## src/hw/cache_defines.svh

```systemverilog
`ifndef CACHE_DEFINES_SVH
`define CACHE_DEFINES_SVH

// byte address width
`define CACHE_ADDR_W    32

// data word width
`define CACHE_WORD_W    32

// word select within a block, 8 words per block
`define CACHE_OFFSET_W  3

// set index, 64 sets
`define CACHE_INDEX_W   6

// whatever is left above offset, index and the 2 byte bits
`define CACHE_TAG_W     (`CACHE_ADDR_W - `CACHE_OFFSET_W - `CACHE_INDEX_W - 2)

// ways per set
`define CACHE_WAYS      2

`endif

```

## src/hw/cache_line_pkg.sv

```systemverilog
`include "cache_defines.svh"

package cache_line_pkg;

    ///////////////////////////////////////////////////////////////////////
    // address fields
    ///////////////////////////////////////////////////////////////////////

    typedef logic [`CACHE_TAG_W-1:0]    tag_t;
    typedef logic [`CACHE_INDEX_W-1:0]  index_t;
    typedef logic [`CACHE_OFFSET_W-1:0] word_sel_t;

    ///////////////////////////////////////////////////////////////////////
    // stored data
    ///////////////////////////////////////////////////////////////////////

    typedef logic [`CACHE_WORD_W-1:0]                      word_t;
    // full line, word 0 in the low bits
    typedef logic [(`CACHE_WORD_W << `CACHE_OFFSET_W)-1:0] block_t;
    typedef logic [`CACHE_WORD_W/8-1:0]                    byte_en_t;
    typedef logic [$clog2(`CACHE_WAYS)-1:0]                way_t;

    // per-line state kept next to the data
    typedef struct packed {
        logic valid;
        logic dirty;
        tag_t tag;
    } line_meta_t;

endpackage

```

## src/hw/cache_bus_pkg.sv

```systemverilog
`include "cache_defines.svh"

package cache_bus_pkg;

    ///////////////////////////////////////////////////////////////////////
    // processor side
    ///////////////////////////////////////////////////////////////////////

    // sampled while cpu_ready and cpu_req are both high
    typedef struct packed {
        logic                      write;
        logic [`CACHE_ADDR_W-1:0]  addr;
        cache_line_pkg::word_t     wdata;
        cache_line_pkg::byte_en_t  byte_en;
    } cpu_req_t;

    // read data, good only while cpu_done is high
    typedef struct packed {
        cache_line_pkg::word_t rdata;
    } cpu_rsp_t;

    ///////////////////////////////////////////////////////////////////////
    // memory side
    ///////////////////////////////////////////////////////////////////////

    // block address is tag plus index, wblock only used on a write
    typedef struct packed {
        logic                    write;
        cache_line_pkg::tag_t    tag;
        cache_line_pkg::index_t  index;
        cache_line_pkg::block_t  wblock;
    } mem_req_t;

    // controller sequence
    typedef enum logic [2:0] {
        IDLE,
        LOOKUP,
        WRITEBACK,
        REFILL,
        FILL
    } ctrl_state_e;

endpackage

```

## src/hw/cache_ctrl.sv

```systemverilog
`timescale 1ns/1ps
`include "cache_defines.svh"

module cache_ctrl (
    input  logic                      clk,
    input  logic                      rst_n,
    // processor port
    input  logic                      cpu_req,
    input  cache_bus_pkg::cpu_req_t   cpu_req_in,
    output logic                      cpu_ready,
    output logic                      cpu_done,
    output cache_bus_pkg::cpu_rsp_t   cpu_rsp,
    // memory port
    output logic                      mem_req,
    output cache_bus_pkg::mem_req_t   mem_req_out,
    input  logic                      mem_ready,
    input  cache_line_pkg::block_t    mem_rdata,
    // array control
    output logic                      lookup,
    output logic                      wr_word,
    output logic                      fill,
    output cache_line_pkg::tag_t      tag,
    output cache_line_pkg::index_t    index,
    output cache_line_pkg::word_sel_t word_sel,
    output cache_line_pkg::byte_en_t  byte_en,
    output cache_line_pkg::word_t     wdata,
    output cache_line_pkg::block_t    fill_block,
    // array status
    input  logic                      hit,
    input  logic                      victim_dirty,
    input  logic                      victim_valid,
    input  cache_line_pkg::word_t     rd_word,
    input  cache_line_pkg::block_t    wb_block,
    input  cache_line_pkg::tag_t      wb_tag
);
    import cache_line_pkg::*;
    import cache_bus_pkg::*;

    // byte offset bits below the word select
    localparam int BYTE_W = $clog2(`CACHE_WORD_W / 8);

    ctrl_state_e state;
    ctrl_state_e state_nx;

    cpu_req_t req_q;
    block_t   fill_q;

    logic take_req;
    logic hit_done;
    logic start_wb;
    logic start_rf;
    logic rf_done;

    ///////////////////////////////////////////////////////////////////////
    // latched request, split into address fields
    ///////////////////////////////////////////////////////////////////////

    assign tag      = req_q.addr[`CACHE_ADDR_W-1 -: `CACHE_TAG_W];
    assign index    = req_q.addr[BYTE_W+`CACHE_OFFSET_W +: `CACHE_INDEX_W];
    assign word_sel = req_q.addr[BYTE_W +: `CACHE_OFFSET_W];
    assign byte_en  = req_q.byte_en;
    assign wdata    = req_q.wdata;

    // array modes follow the state directly
    assign lookup     = (state == LOOKUP);
    assign wr_word    = lookup & req_q.write;
    assign fill       = (state == FILL);
    assign fill_block = fill_q;

    // new requests only in idle
    assign cpu_ready = (state == IDLE);

    // transition events
    assign take_req = cpu_ready & cpu_req;
    assign hit_done = lookup & hit;
    assign start_wb = lookup & ~hit & victim_valid & victim_dirty;
    // clean or empty victim goes straight to refill, so does a finished write-back
    assign start_rf = (lookup & ~hit & ~(victim_valid & victim_dirty))
                    | ((state == WRITEBACK) & mem_ready);
    assign rf_done  = (state == REFILL) & mem_ready;

    ///////////////////////////////////////////////////////////////////////
    // FSM
    ///////////////////////////////////////////////////////////////////////

    always_comb begin
        state_nx = state;
        case (state)
            IDLE:      if (take_req) state_nx = LOOKUP;
            LOOKUP:    state_nx = hit ? IDLE : (start_wb ? WRITEBACK : REFILL);
            WRITEBACK: if (mem_ready) state_nx = REFILL;
            REFILL:    if (mem_ready) state_nx = FILL;
            // refilled line is looked up again and hits
            FILL:      state_nx = LOOKUP;
            default:   state_nx = IDLE;
        endcase
    end

    // state and the two pulses
    always_ff @(posedge clk) begin
        if (!rst_n) begin
            state    <= IDLE;
            cpu_done <= 1'b0;
            mem_req  <= 1'b0;
        end else begin
            state    <= state_nx;
            cpu_done <= hit_done;
            mem_req  <= start_wb | start_rf;
        end
    end

    ///////////////////////////////////////////////////////////////////////
    // payload registers
    ///////////////////////////////////////////////////////////////////////

    always_ff @(posedge clk) begin
        if (take_req) begin
            req_q <= cpu_req_in;
        end
        // old word on a write hit, the stored word on a read
        if (hit_done) begin
            cpu_rsp.rdata <= rd_word;
        end
        // held steady until mem_ready
        if (start_wb) begin
            mem_req_out <= '{write: 1'b1, tag: wb_tag, index: index, wblock: wb_block};
        end else if (start_rf) begin
            mem_req_out <= '{write: 1'b0, tag: tag, index: index, wblock: '0};
        end
        if (rf_done) begin
            fill_q <= mem_rdata;
        end
    end

endmodule

```

## config.mk

```make
export PLATFORM = sky130hd
export DESIGN_NAME = cache_ctrl
export DESIGN_NICKNAME = d
export VERILOG_FILES = /design/src/hw/cache_line_pkg.sv /design/src/hw/cache_bus_pkg.sv /design/src/hw/cache_ctrl.sv
export VERILOG_INCLUDE_DIRS = /design/src /design/src/hw
export SDC_FILE = /design/constraint.sdc
export NUM_CORES = 1
export LEC_CHECK = 0
export ABC_AREA = 1
export BUFFER_PORTS_ARGS = -buffer_cell sky130_fd_sc_hd__buf_2
export CAP_MARGIN = 40
export CORE_AREA = 3 3 496 498
export CTS_CLUSTER_SIZE = 20
export DETAILED_ROUTE_END_ITERATION = 6
export DIE_AREA = 0 0 499 501
export PLACE_DENSITY = 0.3
export SETUP_SLACK_MARGIN = 0.4
export SLEW_MARGIN = 20
export SYNTH_ARGS = -nofsm -noshare
export SYNTH_HDL_FRONTEND = slang
export SYNTH_SLANG_ARGS = --single-unit
```

## constraint.sdc

```tcl
create_clock -name clk -period 14.55 [get_ports clk]
set_input_delay 0.7275 -clock clk [delete_from_list [all_inputs] [get_ports clk]]
set_output_delay 0.7275 -clock clk [all_outputs]
set_load 0.02 [all_outputs]
```

==> impl_results.md, run 1 <==
- Number of max-cap violations: 0
- Core area: about 240,000 um2
- Synthesized cell area: around 23,000 um2
- Power per cell area: about 140 nW/um2
- Critical Path End Type: flip-flop
- VDD IR max: around 0.084 mV
- Routed WL: between 150 and 200 mm
- CTS tree: done
- DR iter-0 viols: approximately 950
- Post-cts sizing count: 0
- IO Pins: about 1.3k
- Initial antenna violation count: approximately 300
- Design area: about 37,000 um2
- RD Place Congestion: 0.893
- Global route overflow: 0
- Worst slew margin: 0.438
- Residual DRC: 0
- Root Buffer: clkbuf_16
- Min-Delay Path Class: primary input to flip-flop
- Pin count of the biggest net entering global routing: between 100 and 150
- First-pass GRT wire length: about 210 mm
- Max incr delay on CP: roughly 520 ps
- H-Tree Depth: 3
- GRT Resource Usage Total: 0.135
- Worst Tran Pin Value: roughly 840 ps
- Post-DRT Antenna Nets: 0
- Final period utilization: 0.223
- Worst Path Required: between 10,000 and 15,000 ps
- WL per Instance: roughly 29 um
- Chip height: about 500 um
- Gate Count Post-Synth: approximately 1.4k
- Synth cell types: 21
- Worst EP arrival: 3660 ps
- Post-cts hold buffer count: 0
- Number of global-route vias before repair: around 18k
- Vias: 17.1k
- Compound-Gate Fraction of Synth Area: 0.000214
- Die ar.: between 200,000 and 250,000 um2
- Period minus WS final: between 3000 and 4000 ps
- Die W: 499 um
- Syn_nets: 2,004
- Clock skew: around 32 ps
- Final Hold Viols: 0
- Wl on met1: around 57 mm
- Setup CP Type: flip-flop to flip-flop
- Most common cell after layout, fill and taps aside: buf_2
- CP Cell Sequence: inv_1, nand2_1, nor2_1, inv_1, nor2_4, buf_4, buf_16, buf_4, buf_16, buf_4, buf_12
- Crit-path most repeated cell: buf_4
- Placed wire-length estimate: 151 mm
- Commonest cells after routing, fill and taps aside: buf_2 (1,282), edfxtp_1 (638), inv_1 (267)
- Std-Cell Rows: 181
- Synthesized flop and latch total: between 600 and 700
- Setup_tns: 0 ps
- Layout cells sized above 1: 0.575
- Mean post-synth cell area: 17.1 um2
- Num CTS Buffers: 90
- CP startpoint kind: flip-flop
- Synth Area in Adders: 0
- TritonRoute pass-1 iters: 5
- Maximum fanout along the worst path: 52
- CP top delay family: buffers and inverters
- Max layer used: met5
- Synth Area in Simple Gates: 0.0924
- Fmax: between 300 and 400 MHz
- Outcome: finished, final reports clean
- Buf/Inv on CP: 8
- Via density: between 2 and 3
- Nets: 3,305
- Ys Warns: 0
- Final setup violation count: 0
- Seq/Total Area, Yosys: 0.826
- Critical-path top delay cell: buf_4
- Clk Latency, worst-skew pair: around 740 ps
- RSZ-0062 raised after global routing: no
- Pleak: between 15 and 20 nW
- Post-synthesis xor/xnor area fraction: 0
- Mux contribution to synthesized area: 0
- Metal3 WL: a little over 30 mm
- Clock sinks: 644
- Clk slew on worst S/H paths: around 60 ps
- Slew Limit Fails: 0
- IO buf count: 1,282
- Fillers: 27.3k
- Placed cell areas: ~33,000 um2
- Layout area overhead: 56.5%
- Largest family of logic cells by synthesized area: simple AND/OR/NAND/NOR gates
- Clock tree buffer depth: 3
- Met2 wire len: 80.0 mm
- Post-CTS setup buffer count: 0
- Starting density of the core: 0.0963
[routing by layer]
metal	vias to the layer above	global-route usage
met5	-	0
met4	222	0.0318
met3	492	0.111
met2	1210	0.220
met1	8003	0.129
li1	7171	-
[cell usage after synthesis, drive strengths merged]
| cell | number | share of area |
|---|---|---|
| a21oi | 1 | 0.00021 |
| buf | 98 | 0.038 |
| dfxtp | 6 | 0.0051 |
| edfxtp | 638 | 0.82 |
| inv | 269 | 0.043 |
| nand2 | 76 | 0.013 |
| nand3 | 2 | 0.00043 |
| nand4 | 2 | 0.00054 |
| nor2 | 268 | 0.078 |
| nor3 | 3 | 0.00064 |
[worst reg2reg max path: cells and delay by family, from the launching register on]
kind	cells	cell delay [ps]
flops	1	340
buf+inv	8	2290
simple gates	3	290
[sequential cells by signal, summed over array words and instances, names as in the netlist]
| name | flops |
|---|---|
| mem_req_out | 284 |
| fill_block | 256 |
| cpu_rsp | 32 |
| wdata | 32 |
| tag | 21 |
| index | 6 |
| byte_en | 4 |
| state | 3 |
| word_sel | 3 |
| cpu_done | 1 |
| mem_req | 1 |
| req_q | 1 |
[final cells by class]
cell class / count / area (um2) / share of cell area
clock buffers: 103 / 2300 / 0.0630
repair buffers: 1307 / 6810 / 0.186
diodes: 53 / 133 / 0.00363
multi-input cells: 352 / 2190 / 0.0600
flip-flops and latches: 644 / 19300 / 0.528
clock inverters: 63 / 790 / 0.0216
well taps: 3202 / 4010 / 0.110
inverters: 269 / 1030 / 0.0281
[cells by family (layout without fill, tap and decap cells)]
group | Yosys count | after routing
buf+inv | 367 | 1742
compound gates | 1 | 1
simple gates | 351 | 351
other cells | 0 | 53
flops | 644 | 644
[final timing paths]
path | start | cells past startpoint | slack, ps | endpoint
worst max-delay path | state[2] | 11 | 11310 | fill_block[62]
worst min-delay path | mem_rdata[80] | 1 | 170 | fill_block[80]
worst max register to register | state[2] | 11 | 11310 | fill_block[62]
worst min register to register | mem_req_out[283] | 2 | 450 | mem_req_out[283]
[power by group]
group          leakage, nW  internal (mW)  switching (mW)
Clock                 1.50           1.39           0.983
Sequential            6.06           2.14          0.0272
Combinational         7.62          0.134           0.322
[through the flow]
step | worst slack, ps | hold WS [ps] | cells | power, mW | utilization
4_1_cts | 11000 | 53.1 | 5938 | 5.14 | 0.150
3_3_place_gp | 10490 | 437 | 5764 | 2.68 | 0.136
3_5_place_dp | 10600 | 441 | 5772 | 2.68 | 0.137
2_1_floorplan | 2290 | 428 | 1363 | 2.44 | -
5_1_grt | 10990 | 82.9 | 5950 | 5.21 | 0.150
6_report | 11310 | 167 | 5993 | 5.00 | 0.151
(Power assumes the default switching activity.)
==> run 2: changes to the inputs <==
ABC_AREA = 0   (was 1)
CORE_AREA = 3 3 505 507   (was 3 3 496 498)
DIE_AREA = 0 0 508 510   (was 0 0 499 501)
clock period = 3.1 ns   (was 14.55 ns; I/O delays follow)
==> impl_results.md, run 2 <==
- Outcome: finished, final reports clean
- Largest family of logic cells by synthesized area: simple AND/OR/NAND/NOR gates
- Clk Latency, worst-skew pair: 710 ps (-30 ps)
- Largest register FFs: 284 (unchanged)
- Critical Path End Type: flip-flop
- VDD IR max: 0.389 mV (+370%)
- Post-cts sizing count: 0 (unchanged)
- R2R depth: 4 (-7)
- CP startpoint kind: flip-flop
- Area contributors post-synth: edfxtp_1 (86%), and2_1 (7.3%), buf_4 (2.2%)
- Period minus WS final: 2310 ps (-926 ps)
- Synth top area share: 0.859 (+0.0385)
- Clk slew on worst S/H paths: 60 ps (about the same)
- Vias: 17.8k (+4.3%)
- GRT Resource Usage Total: 0.118 (-0.0164)
- Max incr delay on CP: 530 ps (about the same)
- RD Place Congestion: 0.807 (-9.7%)
- Worst Hold Path Cells: 2 (+1)
- Placed wire-length estimate: 138 mm (-8.5%)
- Clock skew: 38.2 ps (+5.96 ps)
- Clock sinks: 644 (unchanged)
- DR iter-0 viols: 852 (-11%)
- Post-synth EDFFs: 638 (unchanged)
- Seq/Total Area, Yosys: 0.864 (+0.0388)
- Global route overflow: 0 (unchanged)
- Min-Delay Path Class: primary input to flip-flop
- Ys Warns: 0 (unchanged)
- Number of global-route vias before repair: 18.5k (+5.3%)
- H-Tree Depth: 3 (unchanged)
- Syn_nets: 1,690 (-16%)
- Hold path startpoint: cpu_req
- Final period utilization: 0.746 (+0.523)
- First-pass GRT wire length: 198 mm (-7.0%)
- CTS tree: done
- Root Buffer: clkbuf_16
- IO buf count: 1,282 (unchanged)
- RSZ-0062 raised after global routing: no
- Fmax: 432 MHz (+40%)
- Synth top cells by count: edfxtp_1 (638), and2_1 (261), buf_4 (66)
- Layout cells sized above 1: 0.482 (-0.0929)
- Compound-Gate Fraction of Synth Area: 0.00247 (+0.00225)
- Layout area overhead: 87.8%
- Maximum fanout along the worst path: 40 (-23%)
- Die W: 508 um (+1.8%)
- Clock tree buffer depth: 3 (unchanged)
- Synth Area in Adders: 0 (unchanged)
- Slew Limit Fails: 0 (unchanged)
- Cells after DPL: 5,624 (-2.6%)
- Crit-path most repeated cell: buf_12
- Nets: 3,644 (+10%)
- FF-to-FF Start: state[0]
- Residual DRC: 0 (unchanged)
- Synth cell types: 28 (+33%)
- Final Hold Viols: 0 (unchanged)
- Worst Path Required: 3470 ps (-11,500 ps)
- Hold WS: 96.6 ps (-70.0 ps)
- Final std cells w/o fill: 6,487 (+8.2%)
- WL per Instance: 24.8 um (-15%)
- Top FF cell, synth: edfxtp_1
- Routed WL: 161 mm (-7.5%)
- Critical-path top delay cell: dfxtp_1
- Synthesized flop and latch total: 644 (unchanged)
- Worst slew margin: 0.518 (+0.0803)
- Core area: 251,000 um2 (+3.5%)
- Post-DRT Antenna Nets: 0 (unchanged)
- Biggest register: mem_req_out
- Worst Tran Pin Value: 723 ps (-120 ps)
- Number of max-cap violations: 0 (unchanged)
- Synthesized cell area: 22,300 um2 (-4.5%)
- Die ar.: 259,000 um2 (+3.6%)
- Mean post-synth cell area: 21.3 um2 (+24%)
- Count leader, synth: edfxtp_1
- R2r endpoint: mem_req_out[95]
- R2R Setup Slk: 790 ps (-10,520 ps)
- Num CTS Buffers: 89 (-1.1%)
- Pleak: 16.2 nW (+6.5%)
- Commonest cells after routing, fill and taps aside: buf_2 (1,282), edfxtp_1 (638), dlygate4sd3_1 (636)
- Leading area contributor after synthesis: edfxtp_1
- IO Pins: 1,285 (unchanged)
- Asr flop ratio synth: 0 (unchanged)
- Via density: 2.75 (-3.6%)
- Most common cell after layout, fill and taps aside: buf_2
- Setup CP Type: flip-flop to flip-flop
- Initial antenna violation count: 201 (-33%)
- Post-synthesis xor/xnor area fraction: 0 (unchanged)
- Power per cell area: 562 nW/um2 (+310%)
- Gate Count Post-Synth: 1,049 (-23%)
- Final setup violation count: 0 (unchanged)
- Chip height: 510 um (+1.8%)
- Worst EP arrival: 2680 ps (-980 ps)
- Hold EP: tag[14]
- Synth Area in Simple Gates: 0.0778 (-0.0146)
- Mux contribution to synthesized area: 0.0141 (+0.0141)
- Starting density of the core: 0.0889 (-0.00739)
- Std-Cell Rows: 184 (+1.7%)
- TritonRoute pass-1 iters: 5 (unchanged)
- CP Cell Sequence: or3b_4, a21oi_4, buf_12, buf_12
- Pin count of the biggest net entering global routing: 58 (-47%)
==> run 2: changes by cell type in the layout (fill, tap and decap cells not counted), moves of 8 or more <==
cell,before,now
diode_2,53,70
nor2_1,144,0
bufinv_16,14,6
dlygate4sd3_1,0,636
buf_4,14,27
nor2_2,21,1
nand2_1,73,0
mux2_4,0,21
buf_16,9,0
buf_12,2,17
inv_1,267,2
and2_1,0,260
nor2_4,102,0
==> run 2: repair_timing <==
item                                    CTS  global route
hold endpoints to repair                637             0
hold buffers                            636             0
buffers inserted                          0             0
endpoints found under the setup margin    0             0
==> run 2: how the worst max path moves through the flow <==
stage | startpoint | end | slack, ps | cells past startpoint
detailed placement | state[0] | mem_req_out[149] | 740 | 4
global route | state[0] | mem_req_out[95] | 640 | 4
global placement | state[0] | mem_req_out[95] | 740 | 4
floorplan | state[1] | mem_req_out[0] | -2810 | 3
CTS | state[0] | mem_req_out[95] | 690 | 4
finish | state[0] | mem_req_out[95] | 790 | 4
==> run 2: worst max-delay path, delay by kind of cell, from the launching register on <==
family	cells	cell delay, ps
buffers and inverters	2	530
AND/OR/NAND/NOR	1	440
AO/OA/AOI/OAI	1	420
flip-flops	1	530
==> run 2: logic make-up (layout without fill, tap and decap cells) <==
kind of cell | Yosys count | count (layout)
flip-flops | 644 | 644
AND/OR/NAND/NOR | 275 | 275
buffers and inverters | 101 | 2121
multiplexers | 21 | 21
AO/OA/AOI/OAI | 8 | 8
other | 0 | 70
==> run 2: routing by layer <==
| metal | vias to the layer above | track usage | share of wire |
|---|---|---|---|
| met1 | 8424 | 0.131 | 0.38 |
| li1 | 7844 | - | - |
| met3 | 340 | 0.0694 | 0.13 |
| met5 | - | 0 | 0.0054 |
| met2 | 1092 | 0.190 | 0.46 |
| met4 | 134 | 0.0356 | 0.031 |
==> run 2: where the power goes <==
part / switching (mW) / leakage [nW] / internal (mW)
combinational: 1.84 / 8.95 / 1.25
sequential: 0.167 / 5.87 / 10.1
clock: 4.34 / 1.34 / 5.83
total: 6.35 / 16.2 / 17.2
==> run 2: layout make-up <==
| cell class | instances | area (um2) |
|---|---|---|
| multi-input cells | 304 | 2120 |
| repair buffers | 1962 | 13300 |
| inverters | 2 | 7.51 |
| well taps | 3348 | 4190 |
| fillers | 27900 | 209000 |
| flip-flops and latches | 644 | 19300 |
| diodes | 70 | 175 |
| clock buffers | 109 | 2320 |
| clock inverters | 48 | 468 |
==> run 2: stage by stage <==
stage                     total power [mW]   util  setup TNS, ps  cell area, um2  worst slack (ps)
final                                 23.6  0.167              0           41900               788
after global routing                  24.6  0.167              0           41800               643
after CTS                             24.3  0.166              0           41700               690
after detailed placement              12.9  0.130              0           32600               735
after global placement                12.9  0.130              0           32600               737
after floorplan                       11.5      -        -803360           22300             -2810
